### src/include/cpu_settings.svh
`ifndef CPU_SETTINGS_SVH
`define CPU_SETTINGS_SVH

// Data path and address width
`define CPU_WORD_WIDTH 32

// Architectural registers
`define CPU_REG_COUNT 32

// Program store size in words
`define CPU_IMEM_DEPTH 256

// Byte address of the first instruction
`define CPU_START_ADDR 32'h8002_0000

`endif

### src/design/isa_pkg.sv
`include "cpu_settings.svh"

package isa_pkg;

	typedef logic [`CPU_WORD_WIDTH-1:0] word_t;
	typedef logic [4:0] reg_idx_t;
	typedef logic [4:0] shamt_t;
	typedef logic [15:0] imm16_t;

	// Major opcodes, bits 31:26
	typedef enum logic [5:0] {
		op_rtype = 6'b000000,
		op_addi  = 6'b001000,
		op_addiu = 6'b001001,
		op_slti  = 6'b001010,
		op_sltiu = 6'b001011,
		op_ori   = 6'b001101,
		op_xori  = 6'b001110,
		op_lui   = 6'b001111
	} opcode_e;

	// R-type function field, bits 5:0
	typedef enum logic [5:0] {
		fn_sll  = 6'b000000,  // Also NOP
		fn_srl  = 6'b000010,
		fn_sra  = 6'b000011,
		fn_sllv = 6'b000100,
		fn_srlv = 6'b000110,
		fn_srav = 6'b000111,
		fn_add  = 6'b100000,
		fn_addu = 6'b100001,
		fn_sub  = 6'b100010,
		fn_subu = 6'b100011,
		fn_and  = 6'b100100,
		fn_or   = 6'b100101,
		fn_xor  = 6'b100110,
		fn_nor  = 6'b100111,
		fn_slt  = 6'b101010,
		fn_sltu = 6'b101011
	} func_e;

endpackage

### src/design/pipe_pkg.sv
`include "cpu_settings.svh"

package pipe_pkg;

	typedef logic [$clog2(`CPU_IMEM_DEPTH)-1:0] imem_idx_t;
	typedef logic [$clog2(`CPU_IMEM_DEPTH):0] imem_count_t;  // Holds 0 up to full depth

	typedef enum logic [3:0] {
		alu_add, alu_sub, alu_and, alu_or, alu_xor, alu_nor, alu_slt,
		alu_sltu, alu_sll, alu_srl, alu_sra, alu_lui, alu_none
	} alu_op_e;

	typedef enum logic [1:0] {idle, running, drained} fetch_state_e;

	typedef struct packed {
		imem_idx_t index;
		isa_pkg::word_t instr;
	} load_pkt_t;

	typedef struct packed {
		isa_pkg::word_t pc;
		isa_pkg::word_t instr;
	} fetch_pkt_t;

	typedef struct packed {
		isa_pkg::word_t pc;
		isa_pkg::word_t instr;
		alu_op_e op;
		isa_pkg::word_t a;  // rs or shift amount
		isa_pkg::word_t b;  // rt or immediate
		isa_pkg::reg_idx_t dest;
		logic wr;
	} decode_pkt_t;

	typedef struct packed {
		isa_pkg::word_t pc;
		isa_pkg::word_t instr;
		isa_pkg::reg_idx_t dest;
		isa_pkg::word_t result;
		logic wr;
	} retire_pkt_t;

endpackage

### src/design/fetch_stage.sv
`timescale 1ns/100ps
`include "cpu_settings.svh"

module fetch_stage (
	input  logic                   clock,
	input  logic                   rst_n,
	input  logic                   start,
	input  pipe_pkg::imem_count_t  loaded_count,
	output logic                   load_ready,
	output logic                   rd_en,
	output pipe_pkg::imem_idx_t    rd_index,
	input  isa_pkg::word_t         rd_data,
	output logic                   fetch_valid,
	input  logic                   fetch_ready,
	output pipe_pkg::fetch_pkt_t   fetch,
	output logic                   fetching_done
);

	pipe_pkg::fetch_state_e state;
	pipe_pkg::imem_count_t idx;
	isa_pkg::word_t next_pc;
	isa_pkg::word_t out_pc;
	logic has_word;

	assign load_ready = (state == pipe_pkg::idle);
	assign fetching_done = (state == pipe_pkg::drained);
	assign rd_index = pipe_pkg::imem_idx_t'(idx);
	// Read only when the slot is empty or emptying this cycle
	assign rd_en = (state == pipe_pkg::running) && (idx < loaded_count) &&
		(!has_word || fetch_ready);

	assign fetch_valid = has_word;
	assign fetch = '{pc: out_pc, instr: rd_data};  // Memory output holds the word

	always_ff @(posedge clock or negedge rst_n) begin
		if (!rst_n) begin
			state <= pipe_pkg::idle;
			idx <= '0;
			next_pc <= `CPU_START_ADDR;
			out_pc <= '0;
			has_word <= 1'b0;
		end else begin
			if (state == pipe_pkg::idle && start)
				state <= pipe_pkg::running;
			else if (state == pipe_pkg::running && idx == loaded_count)
				state <= pipe_pkg::drained;

			if (rd_en) begin
				idx <= idx + 1'b1;
				next_pc <= next_pc + 32'd4;
				out_pc <= next_pc;
				has_word <= 1'b1;
			end else if (fetch_ready) begin
				has_word <= 1'b0;
			end
		end
	end

endmodule

### config.mk
export PLATFORM = sky130hd
export DESIGN_NAME = fetch_stage
export DESIGN_NICKNAME = d
export VERILOG_FILES = /design/src/design/isa_pkg.sv /design/src/design/pipe_pkg.sv /design/src/design/fetch_stage.sv
export VERILOG_INCLUDE_DIRS = /design/src /design/src/include
export SDC_FILE = /design/constraint.sdc
export NUM_CORES = 1
export LEC_CHECK = 0
export BUFFER_PORTS_ARGS = -buffer_cell sky130_fd_sc_hd__clkbuf_2
export CAP_MARGIN = 20
export CELL_PAD_IN_SITES_DETAIL_PLACEMENT = 1
export CELL_PAD_IN_SITES_GLOBAL_PLACEMENT = 1
export CORE_MARGIN = 2
export CORE_UTILIZATION = 39
export DETAILED_ROUTE_END_ITERATION = 10
export PLACE_DENSITY_LB_ADDON = 0.1
export REMOVE_ABC_BUFFERS = 1
export SLEW_MARGIN = 40
export SYNTH_ARGS = -nofsm -noshare
export SYNTH_HDL_FRONTEND = slang
export SYNTH_SLANG_ARGS = --single-unit
### constraint.sdc
create_clock -name clock -period 2.7 [get_ports clock]
set_input_delay 0.27 -clock clock [delete_from_list [all_inputs] [get_ports clock]]
set_output_delay 0.27 -clock clock [all_outputs]
set_load 0.02 [all_outputs]
**Word-level counts from Yosys, hierarchy flattened**

Index checks and enable logic that the tools add are counted.

- $add $sub $neg: 2
- Multipliers: 0
- Divide/modulo/power cells: 0
- Order comparisons: 1
- Equal/unequal tests: 3
- Shift operators: 0
- Mux-type cells: 4
- Bitwise logic cells: 0
- Reductions and logical operators: 9

Operators by type and width:

| operator | count |
|---|---|
| 32-bit by 3-bit adder with 32-bit output (second input constant) | 1 |
| 9-bit by 1-bit adder with 9-bit output (second input constant) | 1 |
| 9-bit equality test | 1 |
| 9-bit less-than comparator | 1 |
| 1-bit logical AND | 4 |
| 2-bit two-way mux | 2 |
| 2-bit nonzero test | 2 |
| 2-bit by 1-bit equality test with 1-bit output (second input constant) | 1 |
| 2-bit equality test (second input constant) | 1 |
| 2-bit zero test | 1 |
| 1-bit two-way mux | 2 |
| 1-bit zero test | 1 |
| 1-bit logical OR | 1 |

- Register bits after elaboration: 76
- Bits in latches: 0
- RAM bits: 0
- ROM bits: 0
- Output and inout bits: 76
- Memories: 0

**Depth between registers and ports, before layout**

- Depth after elaboration: 4
- Mapped depth: 9
- Gate-level depth less buffers: 7

**Least setup slack after synthesis**

Ideal clock, no wire load.

- Path type: register -> register
- Start point: reg idx[6]
- End point: reg next_pc[7]
- Arrival: 2174 ps
- Data required time: 2576 ps
- Setup slack: 402 ps
- Stages on the path, launching flop included: 8
- Path through: dfrtp_1 > ha_1 > a211oi_2 > nor2_1 > a2111o_1 > buf_6 > or4_4 > xnor2_2

- Longest elaborated chain between the ends: 3

RTL lines:

| element | line | source |
|---|---|---|
| start: declaration | fetch_stage.sv:20 | `pipe_pkg::imem_count_t idx;` |
| start signal: assignment | fetch_stage.sv:49 | `idx <= idx + 1'b1;` |
| 9-bit less-than comparator | fetch_stage.sv:29 | `assign rd_en = (state == pipe_pkg::running) && (idx < loaded_count) &&` |
| 1-bit logical AND (2 in a row) | fetch_stage.sv:29 |  |
| end signal: assignment | fetch_stage.sv:39 | `` next_pc <= `CPU_START_ADDR; `` |
| end signal: assignment | fetch_stage.sv:50 | `next_pc <= next_pc + 32'd4;` |
| end: declaration | fetch_stage.sv:21 | `isa_pkg::word_t next_pc;` |

No other way between the ends.
A chain may end at the register's enable or synchronous reset.

**Final worst setup path**

- Start point: reg idx[6]
- End point: out rd_en

- Longest elaborated chain between the ends: 3

RTL lines:

| element | line | source |
|---|---|---|
| 9-bit less-than comparator | fetch_stage.sv:29 |  |
| 1-bit logical AND (2 in a row) | fetch_stage.sv:29 |  |
| end: declaration | fetch_stage.sv:10 | `output logic rd_en,` |

No other way between the ends.

==> qor.yml <==
clock_network:
  cts_max_level: 3
  cts_tree: "built"
  clockBufferDepth: 2
  cts_root_buffer: "clkbuf_8"
  numClockSinks: 72
  numCtsBuffers: 9
  clk_latency_ps: 350
  path_clk_slew_ps: 80
timing:
  period_needed_ps: 2570
  final_hold_viol_count: 0
  fin_skew_ps: 12.0
  setup_viol: 0
  slew_headroom: 0.580
  fmax_mhz: 389
  tightestPinTransition_ps: 631
  fin_ws_ps: 129
  fin_setup_tns_ps: 0
  slew_viol_final: 0
  period_share: 0.952
  rsz0062_at_grt: "false"
critical_path:
  crit_fanout: 12
  max_stage_delay_ps: 410
  cp-start-kind: "flop"
  path_depth: 8
  crit_type: "reg2out"
  timing.rr.start: "idx[2]"
  path_delay_family: "compound AO/OA/AOI/OAI gates"
  reg2regPathDepth: 7
  worstPathRequired_ps: 2430
  end_kind: "output port"
  reg2reg_to: "next_pc[30]"
  worstPathArrival_ps: 2300
  cp_cell_sequence: "ha_1 > a211oi_2 > nor2_1 > a2111oi_4 > nand2_2 > buf_12 > inv_1 > clkbuf_2"
  r2r_slack_ps: 270
  crit_slowest_cell: "dfrtp_1"
  worst-path-buf-inv: 3
synth:
  synth_edf_count: 0
  yosysSeqAreaShare: 0.493
  synth_area_per_cell_um2: 11.3
  yosysUniqueCellTypes: 37
  synth_area_mm2: 0.00366
  ys_ff_latch: 72
  yosys_warnings: 0
  async_flop_share: 1.00
  syn-instance-count: 324
  ys.flop_type: "dfrtp_1"
worst_hold_path:
  whs_path_depth: 3
  whs_endpoint: "state[0]"
  min_from: "start"
  hold_class: "in2reg"
finish:
  final_util: 0.446
  mostFrequentLayoutCells: "dfrtp_1 (68), clkbuf_2 (53), xnor2_1 (20), mux2_1 (20), nand3_1 (18)"
  final_nets: 409
  insertedDiodeCount: 0
  layout-drive-gt1-share: 0.291
  nFillCells: 1016
  final_common_cell: "dfrtp_1"
  syn_to_final_growth_pct: 12.1
floorplan:
  num_rows: 35
  core-area_mm2: 0.00920
  start_util: 0.398
  dieArea_mm2: 0.0102
  ios: 121
  die_h_um: 101
  die_w_um: 101
place:
  gp_congestion: 0.796
  hpwl_mm: 6.25
  portBuffers: 54
  dpl_worst_slack_ps: 253
global_routing:
  gr-total-overflow: 0
  grtUsageTotal: 0.181
  grt_max_degree: 47
  grt_pass1_wl_mm: 14.0
  antenna_found_initial: 0
  grt_pass1_vias: 2552
power:
  powerDensity_mw_per_mm2: 934
  p_leak_nw: 2.06
  worst_ir_drop_vdd_mv: 0.434
  seqPwrFrac: 0.382
  p_comb_frac: 0.353
  p_sw_frac: 0.363
  power_mw: 3.83
  p_clk_frac: 0.265
  power.internal_mw: 2.44
  net-switching-power_mw: 1.39
detailed_routing:
  firstDrtPassIters: 4
  ant_nets: 0
  num_vias: 2455
  postRouteWirelength_mm: 8.80
  drc_errors: 0
  drt_iter0_drc: 77
  drt-vias-per-instance: 5.23
  drt-wirelength-per-cell_um: 18.8
run_status:
  outcome: "completed"
flow_run:
  max-cap-violations: 0
layout make-up:
| cell class | instances | area, µm² | share of cell area |
|---|---|---|---|
| Clock inverter | 4 | 75.1 | 0.0183 |
| Timing Repair Buffer | 68 | 420 | 0.102 |
| Clock buffer | 12 | 165 | 0.0402 |
| Tap cell | 111 | 139 | 0.0338 |
| Inverter | 16 | 60.1 | 0.0146 |
| Multi-Input combinational cell | 186 | 1440 | 0.350 |
| Sequential cell | 72 | 1810 | 0.440 |
Yosys cell counts (4+ instances only):
| cell type | number | area (µm²) |
|---|---|---|
| dfrtp_1 | 70 | 1750 |
| buf_4 | 43 | 323 |
| mux2_1 | 20 | 225 |
| xnor2_1 | 20 | 175 |
| nand3_1 | 18 | 90.1 |
| inv_1 | 16 | 60.1 |
| nor3_1 | 16 | 80.1 |
| xor2_1 | 16 | 140 |
| nand4_1 | 14 | 87.6 |
| nand2_1 | 12 | 45.0 |
| ha_1 | 11 | 138 |
| nor2_1 | 10 | 37.5 |
| o21ai_0 | 9 | 45.0 |
| and3_1 | 5 | 31.3 |
| mux2_2 | 5 | 56.3 |
| nor4_1 | 4 | 25.0 |
sequential cells by signal (all words and copies together), names as in the netlist:
signal,cells
fetch_valid,1
idx,9
next_pc,30
out_pc,30
state,2
routing by layer:
metal  part of all wire  GRT usage
met5                  0     0.0462
met4              0.013     0.0644
met3              0.091     0.0777
met2               0.43      0.255
met1               0.47      0.245
what timing repair did:
action	in CTS	in global routing
hold endpoints to repair	25	0
hold buffers	1	0
setup endpoints to repair	0	1
setup buffers	0	4
resized for setup	0	3
power by group through the flow:
stage | Sequential (mW) | Clock [mW] | Combinational [mW]
floorplan | 1.60 | 0 | 0.654
global placement | 1.48 | 0 | 1.28
detailed placement | 1.49 | 0 | 1.31
CTS | 1.47 | 1.04 | 1.31
global route | 1.50 | 1.08 | 1.48
finish | 1.46 | 1.01 | 1.35
cells by family (layout without fill, tap and decap cells):
logic type	Yosys count	in the layout	share of synthesized area
other cells	1	2	0.00102
mux	28	28	0.0892
xor+xnor	37	37	0.0905
flops	72	72	0.493
compound gates	16	16	0.0328
buf+inv	67	100	0.118
fa+ha+maj	11	11	0.0376
simple gates	92	92	0.138
per-stage QoR:
step / instance area (µm²) / instances / hold WS, ps
finish: 4100 / 469 / 309
floorplan: 3290 / 274 / -25.6
CTS: 4040 / 464 / 313
global route: 4100 / 469 / 340
global placement: 3790 / 447 / 325
detailed placement: 3790 / 447 / 320
tightest hold or removal path, stage by stage:
cell,delay [ps]
clkbuf_2,80
nor2b_1,140
o22a_1,130
worst max path at each step:
| stage | start | end | slack [ps] |
|---|---|---|---|
| floorplan | idx[6] | rd_en | -160 |
| detailed placement | idx[2] | next_pc[26] | 250 |
| global route | idx[6] | rd_en | 10 |
| global placement | idx[6] | next_pc[7] | 330 |
| CTS | idx[2] | rd_en | 0.5 |
| finish | idx[6] | rd_en | 130 |
Note: power is estimated with default switching activity, not from simulation.
