## src/include/cpu_settings.svh

```systemverilog
`ifndef CPU_SETTINGS_SVH
`define CPU_SETTINGS_SVH

// Data path and address width
`define CPU_WORD_WIDTH 32

// Architectural registers
`define CPU_REG_COUNT 32

// Program store size in words
`define CPU_IMEM_DEPTH 256

// Byte address of the first instruction
`define CPU_START_ADDR 32'h8002_0000

`endif

```

## src/design/isa_pkg.sv

```systemverilog
`include "cpu_settings.svh"

package isa_pkg;

	typedef logic [`CPU_WORD_WIDTH-1:0] word_t;
	typedef logic [4:0] reg_idx_t;
	typedef logic [4:0] shamt_t;
	typedef logic [15:0] imm16_t;

	// Major opcodes, bits 31:26
	typedef enum logic [5:0] {
		op_rtype = 6'b000000,
		op_addi  = 6'b001000,
		op_addiu = 6'b001001,
		op_slti  = 6'b001010,
		op_sltiu = 6'b001011,
		op_ori   = 6'b001101,
		op_xori  = 6'b001110,
		op_lui   = 6'b001111
	} opcode_e;

	// R-type function field, bits 5:0
	typedef enum logic [5:0] {
		fn_sll  = 6'b000000,  // Also NOP
		fn_srl  = 6'b000010,
		fn_sra  = 6'b000011,
		fn_sllv = 6'b000100,
		fn_srlv = 6'b000110,
		fn_srav = 6'b000111,
		fn_add  = 6'b100000,
		fn_addu = 6'b100001,
		fn_sub  = 6'b100010,
		fn_subu = 6'b100011,
		fn_and  = 6'b100100,
		fn_or   = 6'b100101,
		fn_xor  = 6'b100110,
		fn_nor  = 6'b100111,
		fn_slt  = 6'b101010,
		fn_sltu = 6'b101011
	} func_e;

endpackage

```

## src/design/pipe_pkg.sv

```systemverilog
`include "cpu_settings.svh"

package pipe_pkg;

	typedef logic [$clog2(`CPU_IMEM_DEPTH)-1:0] imem_idx_t;
	typedef logic [$clog2(`CPU_IMEM_DEPTH):0] imem_count_t;  // Holds 0 up to full depth

	typedef enum logic [3:0] {
		alu_add, alu_sub, alu_and, alu_or, alu_xor, alu_nor, alu_slt,
		alu_sltu, alu_sll, alu_srl, alu_sra, alu_lui, alu_none
	} alu_op_e;

	typedef enum logic [1:0] {idle, running, drained} fetch_state_e;

	typedef struct packed {
		imem_idx_t index;
		isa_pkg::word_t instr;
	} load_pkt_t;

	typedef struct packed {
		isa_pkg::word_t pc;
		isa_pkg::word_t instr;
	} fetch_pkt_t;

	typedef struct packed {
		isa_pkg::word_t pc;
		isa_pkg::word_t instr;
		alu_op_e op;
		isa_pkg::word_t a;  // rs or shift amount
		isa_pkg::word_t b;  // rt or immediate
		isa_pkg::reg_idx_t dest;
		logic wr;
	} decode_pkt_t;

	typedef struct packed {
		isa_pkg::word_t pc;
		isa_pkg::word_t instr;
		isa_pkg::reg_idx_t dest;
		isa_pkg::word_t result;
		logic wr;
	} retire_pkt_t;

endpackage

```

## src/design/execute_stage.sv

```systemverilog
`timescale 1ns/100ps

module execute_stage (
	input  logic                    clock,
	input  logic                    rst_n,
	input  logic                    dec_valid,
	output logic                    dec_ready,
	input  pipe_pkg::decode_pkt_t   dec,
	output logic                    retire_valid,
	input  logic                    retire_ready,
	output pipe_pkg::retire_pkt_t   retire,
	output logic                    wr_en,
	output isa_pkg::reg_idx_t       wr_idx,
	output isa_pkg::word_t          wr_val
);

	isa_pkg::shamt_t sh;
	isa_pkg::word_t result;

	assign sh = dec.a[4:0];  // Low five bits only

	always_comb begin
		case (dec.op)
			pipe_pkg::alu_add:  result = dec.a + dec.b;
			pipe_pkg::alu_sub:  result = dec.a - dec.b;
			pipe_pkg::alu_and:  result = dec.a & dec.b;
			pipe_pkg::alu_or:   result = dec.a | dec.b;
			pipe_pkg::alu_xor:  result = dec.a ^ dec.b;
			pipe_pkg::alu_nor:  result = ~(dec.a | dec.b);
			pipe_pkg::alu_slt:  result = isa_pkg::word_t'($signed(dec.a) < $signed(dec.b));
			pipe_pkg::alu_sltu: result = isa_pkg::word_t'(dec.a < dec.b);
			pipe_pkg::alu_sll:  result = dec.b << sh;
			pipe_pkg::alu_srl:  result = dec.b >> sh;
			pipe_pkg::alu_sra:  result = $signed(dec.b) >>> sh;
			pipe_pkg::alu_lui:  result = dec.b;  // Already shifted up in decode
			default:            result = '0;
		endcase
	end

	assign dec_ready = !retire_valid || retire_ready;

	always_ff @(posedge clock or negedge rst_n) begin
		if (!rst_n)
			retire_valid <= 1'b0;
		else if (dec_valid && dec_ready)
			retire_valid <= 1'b1;
		else if (retire_ready)
			retire_valid <= 1'b0;
	end

	always_ff @(posedge clock) begin
		if (dec_valid && dec_ready)
			retire <= '{pc: dec.pc, instr: dec.instr, dest: dec.dest, result: result, wr: dec.wr};
	end

	// Write back on the retire handshake
	assign wr_en = retire_valid && retire_ready && retire.wr;
	assign wr_idx = retire.dest;
	assign wr_val = retire.result;

endmodule

```

## config.mk

```make
export PLATFORM = sky130hd
export DESIGN_NAME = execute_stage
export DESIGN_NICKNAME = d
export VERILOG_FILES = /design/src/design/isa_pkg.sv /design/src/design/pipe_pkg.sv /design/src/design/execute_stage.sv
export VERILOG_INCLUDE_DIRS = /design/src /design/src/include
export SDC_FILE = /design/constraint.sdc
export NUM_CORES = 1
export LEC_CHECK = 0
export BUFFER_PORTS_ARGS = -buffer_cell sky130_fd_sc_hd__clkbuf_2
export CORE_MARGIN = 4
export CORE_UTILIZATION = 57
export DETAILED_ROUTE_END_ITERATION = 16
export HOLD_SLACK_MARGIN = 0.15
export PLACE_DENSITY_LB_ADDON = 0.1
export SYNTH_ARGS = -nofsm -noshare
export SYNTH_HDL_FRONTEND = slang
export SYNTH_SLANG_ARGS = --single-unit
```

## constraint.sdc

```tcl
create_clock -name clock -period 4.65 [get_ports clock]
set_input_delay 0.465 -clock clock [delete_from_list [all_inputs] [get_ports clock]]
set_output_delay 0.465 -clock clock [all_outputs]
set_load 0.01 [all_outputs]
```

---- Word-level counts from Yosys, hierarchy flattened ----
Index checks and enable logic that the tools add are counted.
word-level totals
  flip-flop bits (word level) ............. 103
  input port bits ......................... 142
  logic and storage cells ................. 38
cells by class
  bitwise gates (word level) .............. 4
  reduce and logical (&&, ||, !) cells .... 7
  $add $sub $neg .......................... 2
  muxes and demuxes ....................... 3
  shift-type cells ........................ 3
  magnitude comparators ................... 2
  equality and inequality tests ........... 11
operator list
  operator                                                               count
  32-bit case mux with 12 select lines                                   1
  32-bit less-than comparator                                            2
  32-bit adder                                                           1
  32-bit AND                                                             1
  32-bit inverter                                                        1
  32-bit OR                                                              1
  32-bit by 5-bit << shifter with 32-bit output                          1
  32-bit by 5-bit >> shifter with 32-bit output                          1
  32-bit by 5-bit >>> shifter with 32-bit output                         1
  32-bit subtractor                                                      1
  32-bit bitwise XOR                                                     1
  4-bit by 3-bit equality test with 1-bit output, second input constant  4
  4-bit equality test, second input constant                             4
  4-bit by 2-bit equality test with 1-bit output, second input constant  2
  4-bit by 1-bit equality test with 1-bit output, second input constant  1
  4-bit logical NOT                                                      1
  1-bit logical AND                                                      3
  1-bit 2-to-1 mux                                                       2
  2-bit nonzero test                                                     1
  1-bit logical NOT                                                      1
  1-bit logical OR                                                       1

---- Logic depth before layout (Yosys ltp) ----
  word-level depth ........................ 4
  depth in mapped cells ................... 15

---- Least setup slack after synthesis ----
Ideal clock, no wire load.
  path kind ............................... in2reg
  from .................................... input port dec[40] (netlist name)
  to ...................................... register retire (netlist bit wr_val[30]), data pin
  cell stages on the path ................. 15
  data arrival time ....................... 3846 ps
  library setup time ...................... 259 ps
  required time ........................... 4391 ps
  path slack .............................. 545 ps
  path through ............................ clkbuf_1 > inv_1 > buf_2 > buf_1 > clkbuf_1 > ha_1 > nor2b_1 > o31ai_1 > a21o_1 > a31oi_2 > a311o_1 > a21boi_1 > o41ai_1 > a22o_1 > o31a_1
on the way
  word-level cells in the longest chain between the ends .. 2
  elaborated cells between the ends (all ways) .. 6
ends and longest elaborated chain
  element                                          line                 text
  start, declared                                  execute_stage.sv:8   input pipe_pkg::decode_pkt_t dec,
  32-bit subtractor, or another cell as far along  execute_stage.sv:25  pipe_pkg::alu_sub: result = dec.a - dec.b;
  32-bit case mux with 12 select lines *           execute_stage.sv:23  case (dec.op)
  named net result[30]                             execute_stage.sv:18  isa_pkg::word_t result;
  end signal, assigned                             execute_stage.sv:53  retire <= '{pc: dec.pc, instr: dec.instr, dest: dec.dest, result: result, wr: dec.wr};
  end, declared                                    execute_stage.sv:11  output pipe_pkg::retire_pkt_t retire,
The timed path passes the listed nets; every way through them passes the cells marked *.
A chain may end at the register's enable or synchronous reset.

---- Worst setup path after layout ----
  from .................................... input port dec[38] (netlist name)
  to ...................................... register retire (netlist bit wr_val[0]), data pin
on the way
  word-level cells in the longest chain between the ends .. 3
  elaborated cells between the ends (all ways) .. 12
ends and longest elaborated chain
  element                                                    line
  branches (longest 2 deep; another with 32-bit subtractor)  --
  32-bit case mux with 12 select lines *                     execute_stage.sv:23
  named net result[0]                                        execute_stage.sv:18
Mark *: on every way through the listed nets, which the timed path passes.

==> summary.md <==
| Metric | Value |
|---|---|
| Starting Density | 0.585 |
| WP buf/inv | 2 |
| Yosys top cell area share | 0.247 |
| DRC Markers | 0 |
| Clock Skew | 0.0102 ns |
| Final ANT Viol Nets | 0 |
| WS Path Type | in -> reg |
| Die area | 24,200 um2 |
| Top delay family on crit path | compound AO/OA/AOI/OAI gates |
| # diodes | 0 |
| Slew margin rel. | 0.282 |
| Top-count cell post-synth | nor2_1 |
| Final setup viols | 0 |
| Syn Nets | 1,693 |
| Crit end category | flip-flop |
| Largest net degree at the start of global routing | 81 |
| Syn_area_per_cell | 8.55 um2 |
| Congestion Overflow GR | 0 |
| Ys flop type | edfxtp_1 |
| Yosys cell types | 85 |
| Max-Cap Viols | 0 |
| Die span in x | 156 um |
| Final Max Tran Viols | 0 |
| Crit path max fanout | 6 |
| Via density per instance | 6.96 |
| Post-Synthesis Cell Area | 12,400 um2 |
| Final nets | 1,880 |
| Outcome | complete, no violations |
| Post-Synthesis Cells | 1,452 |
| Final period util | 0.822 |
| Fin util | 0.663 |
| Setup TNS | 0 ns |
| Yosys warns | 0 |
| Area growth, synth to finish | 13.3% |
| Crit path DAT | 3.91 ns |
| H-Tree Depth | 3 |
| Worst Path Required | 4.74 ns |
| Post-layout minimum cycle time | 3.82 ns |
| Post-synthesis sequential area ratio | 0.249 |
| Final GP Congestion | 1.05 |
| Number of clock sinks | 103 |
| Peak Freq | 0.262 GHz |
| Maximum vdd drop | 182 uV |
| Number of global-route vias before repair | 12,350 |
| Worst skew pair latency | 0.37 ns |
| Post-DP HPWL | 36,100 um |
| DRT Pass-1 Iters | 7 |
| P_leak | 6.10 nW |
| Commonest cells in the netlist | nor2_1, a21oi_1, nand2_1 |
| Min-Delay Path Class | in -> reg |
| CORE AREA | 21,200 um2 |
| Die Ht | 156 um |
| First-pass GRT wire length | 72,100 um |
| Largest cells by area after synthesis | edfxtp_1, ha_1, mux4_2 |
| #FFs+latches synth | 103 |
| RSZ-0062 raised after global routing | false |
| DR iter-0 viols | 2,137 |
| Clock transition at path regs | 0.09 ns |
| Pwr dens | 233 nW/um2 |
| Slowest cell on crit path | a211oi_1 |
| Max Buffers Root-to-Sink | 2 |
| Post-synth EDFFs | 102 |
| Worst Tran Pin Value | 1.08 ns |
| Final Hold Vio Count | 0 |
| Async SR Flop Fraction | 0.00971 |
| Rows | 53 |
| Slowest cell delay on critical path | 0.56 ns |
| Layout cells sized above 1 | 0.257 |
| DRT Wirelength | 48,500 um |
| Worst setup SP type | primary input |
| Synth area leader | edfxtp_1 |
| Via count | 13,365 |
| CTS buffer count | 9 |
| CTS root buf | clkbuf_16 |
| CTS tree | yes |
| Gr usage total | 0.379 |
| Worst-path cell chain | buf_4 > clkinv_1 > ha_1 > fa_1 > nor2_1 > o221ai_1 > a211oi_1 > o21ai_1 > a31oi_1 > nor2b_1 > o21a_1 > o211ai_1 > o311ai_0 |
| Io pins | 284 |
| Initial antenna violation count | 1 |
| Port bufs | 283 |
| DR WL/cell | 25.3 um |
## flip-flops by register name, indices dropped and copies added, names as in the netlist
signal and flops:
retire_valid 1, wr_idx 5, retire 65, wr_val 32
## cell families (layout without fill, tap and decap cells)
family          after synthesis  after routing  share of synthesized area
xor+xnor                      1              1                   0.000705
simple gates                423            423                      0.160
flops                       103            103                      0.249
compound gates              483            483                      0.267
fa+ha+maj                    99             99                      0.101
buf+inv                     237            429                     0.0865
mux                         106            106                      0.136
## report_power, final
part	internal [W]	total, W	switching (W)
Combinational	0.000497	0.00134	0.000838
Clock	0.000389	0.000810	0.000421
Sequential	0.00110	0.00113	0.0000241
Total	0.00199	0.00327	0.00128
## cells in the final DEF, fill, tap and decap left out, drive strengths merged, types with 18 or more instances in the layout
cell,count
nand2b,19
nand2,111
mux4,49
a21oi,117
nand3,33
a222oi,20
nand4,18
nor2,141
mux2i,45
ha,97
nor3,29
buf,38
o21ai,107
a21o,18
clkbuf,290
inv,94
edfxtp,102
## final timing paths
check / start / to / slack (ns) / cells past startpoint
setup / recovery: dec[38] / wr_val[0] / 0.83 / 13
hold / removal: dec[79] / retire[43] / 0.26 / 1
setup reg to reg: retire_valid / wr_val[18] / 2.66 / 3
hold reg to reg: retire_valid / retire_valid / 0.61 / 2
max in group asynchronous: rst_n / retire_valid / 4.15 / 2
min in group asynchronous: rst_n / retire_valid / 0.41 / 2
## metrics by stage
step           total power [W]  cells  setup WS, ns  hold slack (ns)  cell area [um2]
5_1_grt                0.00342   1919         0.732            0.258            14100
2_1_floorplan          0.00202   1452         0.545            0.169            12400
6_report               0.00327   1919         0.828            0.264            14100
3_3_place_gp           0.00242   1902         0.598            0.239            13800
3_5_place_dp           0.00243   1902         0.602            0.243            13800
4_1_cts                0.00324   1919         0.975            0.262            14100
## area by class of cell
type                    count  area [um2]
fillers                  1866        7150
repair buffers            320        1700
clock buffers               9         225
multi-input cells        1112        8280
clock inverters             7        81.3
well taps                 275         344
inverters                  93         349
flip-flops and latches    103        3090
## routing by layer
| layer | vias up | GRT usage | share of wire |
|---|---|---|---|
| met5 | - | 0 | 0 |
| met4 | 0 | 0.183 | 0.057 |
| met3 | 205 | 0.0755 | 0.14 |
| met2 | 1076 | 0.576 | 0.43 |
| met1 | 6212 | 0.522 | 0.37 |
| li1 | 5872 | - | - |
## timing repair
| item | 4_1_cts | 5_1_grt |
|---|---|---|
| hold buffers | 1 | 0 |
| setup buffers | 0 | 0 |
| endpoints found under the hold margin | 1 | 0 |
| gates resized for setup | 0 | 0 |
(Power assumes the default switching activity.)
