[src/include/cpu_settings.svh]
`ifndef CPU_SETTINGS_SVH
`define CPU_SETTINGS_SVH

// Data path and address width
`define CPU_WORD_WIDTH 32

// Architectural registers
`define CPU_REG_COUNT 32

// Program store size in words
`define CPU_IMEM_DEPTH 256

// Byte address of the first instruction
`define CPU_START_ADDR 32'h8002_0000

`endif

[src/design/isa_pkg.sv]
`include "cpu_settings.svh"

package isa_pkg;

	typedef logic [`CPU_WORD_WIDTH-1:0] word_t;
	typedef logic [4:0] reg_idx_t;
	typedef logic [4:0] shamt_t;
	typedef logic [15:0] imm16_t;

	// Major opcodes, bits 31:26
	typedef enum logic [5:0] {
		op_rtype = 6'b000000,
		op_addi  = 6'b001000,
		op_addiu = 6'b001001,
		op_slti  = 6'b001010,
		op_sltiu = 6'b001011,
		op_ori   = 6'b001101,
		op_xori  = 6'b001110,
		op_lui   = 6'b001111
	} opcode_e;

	// R-type function field, bits 5:0
	typedef enum logic [5:0] {
		fn_sll  = 6'b000000,  // Also NOP
		fn_srl  = 6'b000010,
		fn_sra  = 6'b000011,
		fn_sllv = 6'b000100,
		fn_srlv = 6'b000110,
		fn_srav = 6'b000111,
		fn_add  = 6'b100000,
		fn_addu = 6'b100001,
		fn_sub  = 6'b100010,
		fn_subu = 6'b100011,
		fn_and  = 6'b100100,
		fn_or   = 6'b100101,
		fn_xor  = 6'b100110,
		fn_nor  = 6'b100111,
		fn_slt  = 6'b101010,
		fn_sltu = 6'b101011
	} func_e;

endpackage

[src/design/pipe_pkg.sv]
`include "cpu_settings.svh"

package pipe_pkg;

	typedef logic [$clog2(`CPU_IMEM_DEPTH)-1:0] imem_idx_t;
	typedef logic [$clog2(`CPU_IMEM_DEPTH):0] imem_count_t;  // Holds 0 up to full depth

	typedef enum logic [3:0] {
		alu_add, alu_sub, alu_and, alu_or, alu_xor, alu_nor, alu_slt,
		alu_sltu, alu_sll, alu_srl, alu_sra, alu_lui, alu_none
	} alu_op_e;

	typedef enum logic [1:0] {idle, running, drained} fetch_state_e;

	typedef struct packed {
		imem_idx_t index;
		isa_pkg::word_t instr;
	} load_pkt_t;

	typedef struct packed {
		isa_pkg::word_t pc;
		isa_pkg::word_t instr;
	} fetch_pkt_t;

	typedef struct packed {
		isa_pkg::word_t pc;
		isa_pkg::word_t instr;
		alu_op_e op;
		isa_pkg::word_t a;  // rs or shift amount
		isa_pkg::word_t b;  // rt or immediate
		isa_pkg::reg_idx_t dest;
		logic wr;
	} decode_pkt_t;

	typedef struct packed {
		isa_pkg::word_t pc;
		isa_pkg::word_t instr;
		isa_pkg::reg_idx_t dest;
		isa_pkg::word_t result;
		logic wr;
	} retire_pkt_t;

endpackage

[src/design/decode_stage.sv]
`timescale 1ns/100ps
`include "cpu_settings.svh"

module decode_stage (
	input  logic                    clock,
	input  logic                    rst_n,
	input  logic                    fetch_valid,
	output logic                    fetch_ready,
	input  pipe_pkg::fetch_pkt_t    fetch,
	output isa_pkg::reg_idx_t       rs_idx,
	output isa_pkg::reg_idx_t       rt_idx,
	input  isa_pkg::word_t          rs_val,
	input  isa_pkg::word_t          rt_val,
	output logic                    dec_valid,
	input  logic                    dec_ready,
	output pipe_pkg::decode_pkt_t   dec
);

	pipe_pkg::fetch_pkt_t held;
	isa_pkg::opcode_e opcode;
	isa_pkg::func_e funct;
	isa_pkg::shamt_t shamt;
	isa_pkg::imm16_t imm;
	isa_pkg::reg_idx_t rd_idx;
	isa_pkg::word_t imm_sx;
	isa_pkg::word_t imm_zx;
	isa_pkg::word_t imm_ext;
	pipe_pkg::alu_op_e op;
	isa_pkg::reg_idx_t dest;
	logic use_shamt;
	logic use_imm;
	logic wr;

	assign opcode = isa_pkg::opcode_e'(held.instr[31:26]);
	assign rs_idx = held.instr[25:21];
	assign rt_idx = held.instr[20:16];
	assign rd_idx = held.instr[15:11];
	assign shamt = held.instr[10:6];
	assign funct = isa_pkg::func_e'(held.instr[5:0]);
	assign imm = held.instr[15:0];
	assign imm_sx = {{(`CPU_WORD_WIDTH-16){imm[15]}}, imm};
	assign imm_zx = {{(`CPU_WORD_WIDTH-16){1'b0}}, imm};

	always_comb begin
		op = pipe_pkg::alu_none;
		use_shamt = 1'b0;
		use_imm = 1'b1;
		imm_ext = imm_sx;
		dest = rt_idx;  // I-type default
		wr = 1'b1;
		case (opcode)
			isa_pkg::op_rtype: begin
				use_imm = 1'b0;
				dest = rd_idx;
				case (funct)
					isa_pkg::fn_add, isa_pkg::fn_addu: op = pipe_pkg::alu_add;
					isa_pkg::fn_sub, isa_pkg::fn_subu: op = pipe_pkg::alu_sub;
					isa_pkg::fn_and:  op = pipe_pkg::alu_and;
					isa_pkg::fn_or:   op = pipe_pkg::alu_or;
					isa_pkg::fn_xor:  op = pipe_pkg::alu_xor;
					isa_pkg::fn_nor:  op = pipe_pkg::alu_nor;
					isa_pkg::fn_slt:  op = pipe_pkg::alu_slt;
					isa_pkg::fn_sltu: op = pipe_pkg::alu_sltu;
					isa_pkg::fn_sll: begin
						op = pipe_pkg::alu_sll;
						use_shamt = 1'b1;
					end
					isa_pkg::fn_srl: begin
						op = pipe_pkg::alu_srl;
						use_shamt = 1'b1;
					end
					isa_pkg::fn_sra: begin
						op = pipe_pkg::alu_sra;
						use_shamt = 1'b1;
					end
					isa_pkg::fn_sllv: op = pipe_pkg::alu_sll;
					isa_pkg::fn_srlv: op = pipe_pkg::alu_srl;
					isa_pkg::fn_srav: op = pipe_pkg::alu_sra;
					default: wr = 1'b0;
				endcase
			end
			isa_pkg::op_addi, isa_pkg::op_addiu: op = pipe_pkg::alu_add;
			isa_pkg::op_slti:  op = pipe_pkg::alu_slt;
			isa_pkg::op_sltiu: op = pipe_pkg::alu_sltu;  // Still sign extended
			isa_pkg::op_ori: begin
				op = pipe_pkg::alu_or;
				imm_ext = imm_zx;
			end
			isa_pkg::op_xori: begin
				op = pipe_pkg::alu_xor;
				imm_ext = imm_zx;
			end
			isa_pkg::op_lui: begin
				op = pipe_pkg::alu_lui;
				imm_ext = {imm, 16'b0};
			end
			default: wr = 1'b0;
		endcase
	end

	// Operands sampled as the record moves to execute
	assign dec = '{
		pc: held.pc,
		instr: held.instr,
		op: op,
		a: use_shamt ? isa_pkg::word_t'(shamt) : rs_val,
		b: use_imm ? imm_ext : rt_val,
		dest: dest,
		wr: wr
	};

	assign fetch_ready = !dec_valid || dec_ready;

	always_ff @(posedge clock or negedge rst_n) begin
		if (!rst_n)
			dec_valid <= 1'b0;
		else if (fetch_valid && fetch_ready)
			dec_valid <= 1'b1;
		else if (dec_ready)
			dec_valid <= 1'b0;
	end

	always_ff @(posedge clock) begin
		if (fetch_valid && fetch_ready)
			held <= fetch;
	end

endmodule

[config.mk]
export PLATFORM = sky130hd
export DESIGN_NAME = decode_stage
export DESIGN_NICKNAME = d
export VERILOG_FILES = /design/src/design/isa_pkg.sv /design/src/design/pipe_pkg.sv /design/src/design/decode_stage.sv
export VERILOG_INCLUDE_DIRS = /design/src /design/src/include
export SDC_FILE = /design/constraint.sdc
export NUM_CORES = 1
export LEC_CHECK = 0
export BUFFER_PORTS_ARGS = -buffer_cell sky130_fd_sc_hd__buf_2
export CAP_MARGIN = 30
export CORE_AREA = 4 4 107 109
export CTS_CLUSTER_SIZE = 10
export DETAILED_ROUTE_END_ITERATION = 8
export DIE_AREA = 0 0 111 113
export PLACE_DENSITY = 0.65
export SYNTH_ARGS = -nofsm -noshare
export SYNTH_HDL_FRONTEND = slang
export SYNTH_SLANG_ARGS = --single-unit
[constraint.sdc]
create_clock -name clock -period 4.6 [get_ports clock]
set_clock_uncertainty 0.15 [all_clocks]
set_input_delay 1.15 -clock clock [delete_from_list [all_inputs] [get_ports clock]]
set_output_delay 1.15 -clock clock [all_outputs]
set_load 0.005 [all_outputs]
======== Word level (Yosys, flattened, before mapping) ========
Cells that the tools add are included.
word-level totals
  register bits after elaboration ......... 65
  bits of input ports ..................... 132
  output and inout port bits .............. 150
  logic and storage cells ................. 53
operators by class
  eq/ne operators ......................... 22
  muxes and demuxes ....................... 12
  reduce and logical (&&, ||, !) cells .... 16
operator list
  cell                count
  $mux 32             2
  $pmux 32 s2         1
  $eq 6x6->1 const B  10
  $pmux 4 s11         1
  $eq 6x4->1 const B  7
  $pmux 4 s7          1
  $eq 6x3->1 const B  3
  $reduce_or 16->1    1
  $reduce_or 2->1     7
  $eq 6x2->1 const B  2
  $logic_not 6->1     2
  $reduce_or 7->1     1
  $mux 1              5
  $mux 5              1
  $reduce_or 3->1     1
  $pmux 1 s2          1
  $reduce_bool 2->1   1
  $logic_and 1x1->1   1
  $logic_not 1->1     1
  $logic_or 1x1->1    1

======== Depth between registers and ports, before layout ========
Gate-level depths: netlist of run 1.
  depth after elaboration ................. 5
  depth in mapped cells ................... 8

======== Worst setup path after synthesis of run 1 ========
OpenSTA, ideal clock, no wires.
  path kind ............................... input-to-reg
  from .................................... input port dec_ready
  to ...................................... register held, in the netlist dec[100] (enable)
  arrival ................................. 2823 ps
  required time ........................... 4021 ps
  slack ................................... 1198 ps
  stages .................................. 2
  path buffers ............................ 0
  cell sequence ........................... nand2b_1 and2_1
on the way
  word-level cells in the longest chain between the ends .. 2
RTL lines
  element               line                 RTL
  start, declared       decode_stage.sv:15   input logic dec_ready,
  $logic_or 1x1->1      decode_stage.sv:112  assign fetch_ready = !dec_valid || dec_ready;
  $logic_and 1x1->1     decode_stage.sv:124  if (fetch_valid && fetch_ready)
  end signal, assigned  decode_stage.sv:125  held <= fetch;
  end, declared         decode_stage.sv:19   pipe_pkg::fetch_pkt_t held;
No other way between the ends.
A chain may end at the register's enable or synchronous reset.

==> metrics, run 1 <==
slew margin rel. approximately 55%; most numerous cell types in the synthesized netlist sky130_fd_sc_hd__edfxtp_1, sky130_fd_sc_hd__and2_1, sky130_fd_sc_hd__a22o_1, sky130_fd_sc_hd__a221o_1, sky130_fd_sc_hd__nand2_1; number of setup violations in the final report 0; number of clock sinks 65; Ant. Diodes 0; fillcell total 1,013; worst path buffer plus inverter count 2; final weighted congestion in routability-driven placement between 0.9 and 1; startpoint type of the worst setup path flip-flop; Worst-Margin Slew 0.6750 ns; Worst path top cell family by delay simple AND/OR/NAND/NOR gates; cell types occupying the most area after synthesis sky130_fd_sc_hd__edfxtp_1, sky130_fd_sc_hd__and2_1, sky130_fd_sc_hd__a221o_1; number of antenna violations at the first check in global routing 0; post-detailed-route count of antenna-violating nets 0; worst path arrival time 2.43 ns; global-route wire length before repair between 15,000 and 20,000 microns; type of the worst min-delay path flip-flop to flip-flop; Sum Neg Setup Slack 0 ns; area growth from synthesis to final layout 53.40%; clock-pin slew reported for the worst setup and hold paths after clock tree synthesis 0.07 ns; setup repair after global routing missed its margin false; sequential area share after synthesis 64.11%; via count normalized by instance count 4.580; Yosys warning count 0; final hold violations 0; Power per Cell Area around 280 nW/um^2; Min Hold Slack 0.3867 ns; DPL Wire Length 8489 microns; instance count after placement with tap cells included 619; total grt overflow 0; number of iterations in the first detailed-routing pass 4; number of max-cap violations 0; area of all placed cells without fillers 4658 sq um; Std-Cell Rows 38; Non-Filler Instances 635; combined global-route utilization of all metal layers 15.85%; via count just under 3,000; number of enable flip-flop cells after synthesis 64; number of instances in the synthesized netlist 220; Post-route DRC 0; IO Pins about 280; number of H-tree levels 3; register-to-register setup slack 2.53 ns; final wirelength 10,500 microns; Syn Area/Cell between 10 and 15 sq um; leading register cell type out of synthesis sky130_fd_sc_hd__edfxtp_1; summed instance area of the synthesized netlist 3037 sq um; maximum buffer depth of the clock tree 2; required time reported for the critical path endpoint 3.30 ns; most numerous cell in the Yosys netlist sky130_fd_sc_hd__edfxtp_1; biggest area consumer among synthesized cells sky130_fd_sc_hd__edfxtp_1; count of cell types in the netlist 36; Core Footprint 10,600 sq um; ratio of cells with drive above 1 in the final layout 63.23%; Post-Syn Nets 352; worst-case vdd ir drop 259.6 uV; cell at the slowest stage of the critical path sky130_fd_sc_hd__edfxtp_1; number of synthesized register bits 65; total of hold buffers inserted after clock tree synthesis 0; pin count of the biggest net entering global routing 34; FFs w/ async S/R, synth between 1.5 and 2%; count of cells resized by post-cts repair 0; cells traversed along the worst timing path nor2_1 > nand2_1 > nor2_4 > buf_4 > mux2_2 > buf_2; period utilization 81.14%; Initial Util 28.64%; cell area after placement 4496 sq um; type of the worst setup path flip-flop to output pin; number of buffers inserted to repair setup after CTS 0; area enclosed by the die boundary about 13,000 sq um; input/output buffers about 280; buffer cell driving the clock tree root sky130_fd_sc_hd__clkbuf_8; number of slew-limit violations in the final report 0; # nets final 622; outcome completed; clock tree from TritonCTS yes; post-layout min period 3.732 ns; Iteration-0 DRC Markers 191; fmax 267.9 MHz; top cell type's share of synthesized area 63.29%; routed wire length per instance 16.54 microns; later-pin clock latency in the skew report ~0.33 ns; die outline width 111 microns; leakage power summed over all cells 2.218 nW; crit-path max FO 33; number of buffers created by CTS 9; number of global-route vias before repair 2,997; crit-path max cell delay 0.50 ns; Die Y-Extent 113 microns; critical path capture point type output pin
-- where the power goes --
| group | switching, mW | total (mW) | internal [mW] |
|---|---|---|---|
| combinational | 0.0917 | 0.209 | 0.117 |
| sequential | 0.0259 | 0.717 | 0.691 |
| clock | 0.204 | 0.395 | 0.191 |
| total | 0.322 | 1.32 | 0.999 |
-- per-layer routing --
layer | vias up | part of all wire, % | global-route usage [%]
li1 | 1373 | - | -
met1 | 1333 | 36 | 17.06
met2 | 191 | 52 | 27.99
met3 | 11 | 11 | 7.059
met4 | 0 | 1.3 | 5.090
met5 | - | 0 | 0
-- worst paths after layout --
kind / startpoint / to / cells past startpoint
min reg2reg: dec_valid$_DFFE_PN0P_ / dec_valid$_DFFE_PN0P_ / 2
min: dec_valid$_DFFE_PN0P_ / dec_valid$_DFFE_PN0P_ / 2
max: dec[101]$_DFFE_PP_ / dec[2] / 6
max in group asynchronous: rst_n / dec_valid$_DFFE_PN0P_ / 1
max reg2reg: dec_valid$_DFFE_PN0P_ / dec[135]$_DFFE_PP_ / 3
min in group asynchronous: rst_n / dec_valid$_DFFE_PN0P_ / 1
-- layout by cell type (no fill, tap or decap), types with 2 or more instances in the layout --
cell,netlist,final
sky130_fd_sc_hd__buf_2,7,281
sky130_fd_sc_hd__edfxtp_1,64,64
sky130_fd_sc_hd__and2_1,28,27
sky130_fd_sc_hd__a22o_1,17,17
sky130_fd_sc_hd__a221o_1,15,15
sky130_fd_sc_hd__nand2_1,13,13
sky130_fd_sc_hd__clkbuf_8,0,9
sky130_fd_sc_hd__nor2_1,8,8
sky130_fd_sc_hd__mux2_2,7,7
sky130_fd_sc_hd__o21ai_0,6,6
sky130_fd_sc_hd__buf_4,11,5
sky130_fd_sc_hd__a21oi_1,3,3
sky130_fd_sc_hd__o31ai_1,3,3
sky130_fd_sc_hd__nand2b_1,3,3
sky130_fd_sc_hd__mux2_4,3,3
sky130_fd_sc_hd__clkinv_1,0,3
sky130_fd_sc_hd__and4b_1,2,2
sky130_fd_sc_hd__a31oi_1,2,2
sky130_fd_sc_hd__nor3_1,2,2
sky130_fd_sc_hd__clkinvlp_4,0,2
-- cells by family (layout without fill, tap and decap cells) --
family	Yosys count	in the layout	synth area share, %
buffers and inverters	29	304	5.809
AOI/OAI and AO/OA	51	51	13.89
DFF	65	65	64.11
muxes	11	11	4.409
xor gates and xnor gates	1	1	0.2885
and+or+nand+nor	63	63	11.50
-- stage by stage --
step                      setup slack [ns]  util (%)  power (mW)
after global placement               1.332     42.33      0.9378
after floorplan                      1.198         -      0.8053
final                               0.8675     43.93       1.320
after global routing                0.6787     43.93       1.396
after CTS                           0.8524     43.93       1.342
after detailed placement             1.236     42.40      0.9420
-- area by class of cell --
type                       instances  area, sq um  share of cell area, %
tap                              140        175.2                  3.760
timing repair buffer             286         1444                  31.00
sequential                        65         1947                  41.79
clock buffer                      10        127.6                  2.740
clock inverter                     6        35.03                 0.7521
multi-input combinational        126        919.6                  19.74
inverter                           2        10.01                 0.2149
-- worst min-delay path, delay by kind of cell (launching register included) --
kind,cells,cell delay (ns)
flip-flops,1,0.35
AND/OR/NAND/NOR,2,0.15
-- flip-flops by register name (all words and copies together), names as in the netlist --
register,cells
dec_valid,1
dec,64
No activity file was read; power rests on OpenSTA's default activity.
==> inputs of run 2 (changes only) <==
--- a/config.mk
+++ b/config.mk
@@ -8,11 +8,11 @@
 export LEC_CHECK = 0
 export BUFFER_PORTS_ARGS = -buffer_cell sky130_fd_sc_hd__buf_2
 export CAP_MARGIN = 30
-export CORE_AREA = 4 4 107 109
+export CORE_AREA = 4 4 109 111
 export CTS_CLUSTER_SIZE = 10
 export DETAILED_ROUTE_END_ITERATION = 8
-export DIE_AREA = 0 0 111 113
-export PLACE_DENSITY = 0.65
+export DIE_AREA = 0 0 113 115
+export PLACE_DENSITY = 0.66
 export SYNTH_ARGS = -nofsm -noshare
 export SYNTH_HDL_FRONTEND = slang
 export SYNTH_SLANG_ARGS = --single-unit
==> constraint.sdc (replaced) <==
create_clock -name clock -period 3.19 [get_ports clock]
set_clock_uncertainty 0.15 [all_clocks]
set_input_delay 0.7975 -clock clock [delete_from_list [all_inputs] [get_ports clock]]
set_output_delay 0.7975 -clock clock [all_outputs]
set_load 0.005 [all_outputs]
==> run 2 against run 1 <==
  * Critical path depth stayed put
  * Critical endpoint is now dec[4]
  * Largest cell class unchanged
  * Critical path type unchanged
  * Largest power group unchanged
  * Sequential power is 44% higher
  * Hold slack got worse by 0.32 ns
==> metrics, run 2 (same netlist as run 1, synthesis figures left out) <==
outcome completed; Power per Cell Area 417.5 nW/um^2 (+47%); instance count after placement with tap cells included 622 (+0.48%); period utilization 98.13%; Die Y-Extent 115 microns (+1.8%); post-route total power 2.010 mW (+52%); Reg-to-Reg End dec[77]$_DFFE_PP_; startpoint type of the worst setup path flip-flop; critical path capture point type output pin; ratio of cells with drive above 1 in the final layout 64.69% (+1.5 points); number of clock sinks 65 (unchanged); Worst-Margin Slew 0.4468 ns (-0.2282 ns); Non-Filler Instances 648 (+2.0%); number of buffers created by CTS 9 (unchanged); r2r startpoint dec_valid$_DFFE_PN0P_; final wirelength 11,710 microns (+12%); most common library cell in the layout ignoring fill and taps sky130_fd_sc_hd__buf_2; combined global-route utilization of all metal layers 16.61% (+0.76 points); area enclosed by the die boundary 13,000 sq um (+3.6%); worst reg2reg path depth 3 (unchanged); buffer cell driving the clock tree root sky130_fd_sc_hd__clkbuf_8; final hold violations 0 (unchanged); cell area after placement 4547 sq um (+1.1%); Std-Cell Rows 38 (unchanged); worst path arrival time 2.18 ns (-0.25 ns); via count 3,074 (+5.7%); global-route wire length before repair 16,350 microns (+4.6%); post-layout min period 3.130 ns; maximum buffer depth of the clock tree 2 (unchanged); Initial Util 28.14% (-0.50 points); number of antenna violations at the first check in global routing 3 (+3); Post-route DRC 0 (unchanged); later-pin clock latency in the skew report 0.34 ns (about the same); # nets final 635 (+2.1%); worst-case vdd ir drop 312.0 uV (+20%); number of iterations in the first detailed-routing pass 4 (unchanged); pin count of the biggest net entering global routing 65 (+91%); final weighted congestion in routability-driven placement 0.9088 (about the same); DPL Wire Length 9076 microns (+6.9%); clock tree from TritonCTS yes; area of all placed cells without fillers 4815 sq um (+3.4%); Sum Neg Setup Slack 0 ns (unchanged); crit-path max FO 38 (+15%); number of max-cap violations 0 (unchanged); type of the worst min-delay path input port to asynchronous set/reset pin; via count normalized by instance count 4.744 (+3.6%); input/output buffers 281 (unchanged); most frequent cells in the layout sky130_fd_sc_hd__buf_2, sky130_fd_sc_hd__edfxtp_1, sky130_fd_sc_hd__and2_1; fmax 319.5 MHz; leakage power summed over all cells 2.312 nW (+4.2%); number of global-route vias before repair 3,083 (+2.9%); required time reported for the critical path endpoint 2.24 ns (-1.06 ns); type of the worst setup path flip-flop to output pin; number of slew-limit violations in the final report 0 (unchanged); clock-pin slew reported for the worst setup and hold paths after clock tree synthesis 0.07 ns (about the same); fillcell total 989 (-2.4%); IO Pins 282 (unchanged); total grt overflow 0 (unchanged); number of H-tree levels 3 (unchanged); post-detailed-route count of antenna-violating nets 0 (unchanged); Iteration-0 DRC Markers 164 (-14%); number of setup violations in the final report 0 (unchanged); Min Hold Slack 0.06784 ns (-0.3189 ns); area growth from synthesis to final layout 58.55%; max reg flops 64 (unchanged); register-to-register setup slack 1.72 ns (-0.81 ns); slew margin rel. 70.18% (+15 points); Core Footprint 10,790 sq um (+1.8%); die outline width 113 microns (+1.8%); routed wire length per instance 18.07 microns (+9.3%)
==> run 2: cell count changes in the layout (fill, tap and decap cells not counted), sizes merged <==
cell      before  now
clkbuf        10   11
clkinvlp       2    1
buf          286  299
bufinv         0    1
clkinv         4    2
diode          0    1
==> run 2: worst max-delay path: stages (launching register included) <==
cell                       delay (ns)
sky130_fd_sc_hd__edfxtp_1        0.49
sky130_fd_sc_hd__nor2_2          0.22
sky130_fd_sc_hd__nand2_1         0.18
sky130_fd_sc_hd__nor2_4          0.20
sky130_fd_sc_hd__buf_12          0.24
sky130_fd_sc_hd__mux2_2          0.35
sky130_fd_sc_hd__buf_2           0.13
==> run 2: worst max-delay path by stage <==
stage / startpoint / endpoint / slack, ns
floorplan: dec_ready / dec[100]$_DFFE_PP_ / 0.14
global placement: dec[101]$_DFFE_PP_ / dec[36] / 0.21
detailed placement: dec[101]$_DFFE_PP_ / dec[35] / 0.06
CTS: dec[101]$_DFFE_PP_ / dec[4] / 0.01
global route: dec[100]$_DFFE_PP_ / dec[1] / -0.08
finish: dec[100]$_DFFE_PP_ / dec[4] / 0.06
==> run 2: through the flow <==
stage / utilization, % / worst slack [ns]
after floorplan: - / 0.1406
after global placement: 42.02 / 0.2093
after detailed placement: 42.13 / 0.06348
after CTS: 43.91 / 0.01079
after global routing: 44.61 / -0.08371
final: 44.61 / 0.05962
==> run 2: where the power goes <==
| group | leakage [nW] | switching, mW | total [mW] | internal, mW |
|---|---|---|---|---|
| sequential | 0.620 | 0.0332 | 1.03 | 0.997 |
| combinational | 1.61 | 0.147 | 0.328 | 0.182 |
| clock | 0.0845 | 0.300 | 0.652 | 0.352 |
==> run 2: metal layers <==
layer | wire (microns) | vias to the layer above | global-route usage (%)
met5 | 24 | - | 0
met4 | 356 | 4 | 10.02
met3 | 1384 | 25 | 6.368
met1 | 4083 | 1417 | 17.62
li1 | - | 1401 | -
met2 | 5862 | 227 | 28.12
==> run 2: repair_timing <==
| action | in CTS | in global routing |
|---|---|---|
| buffers inserted | 1 | 9 |
| pin swaps | 1 | 0 |
| resized for setup | 2 | 2 |
| cloned | 0 | 0 |
| hold buffers | 0 | 0 |
| endpoints found under the setup margin | 20 | 54 |
==> run 2: final cells by class <==
class                      count  area, sq um  share of cell area (%)
sequential                    65         1947                   40.44
clock inverter                 4        45.04                  0.9356
inverter                       2        10.01                  0.2079
antenna                        1        2.502                 0.05198
tap                          140        175.2                   3.638
multi-input combinational    126        933.4                   19.39
timing repair buffer         299         1570                   32.61
clock buffer                  11        131.4                   2.729
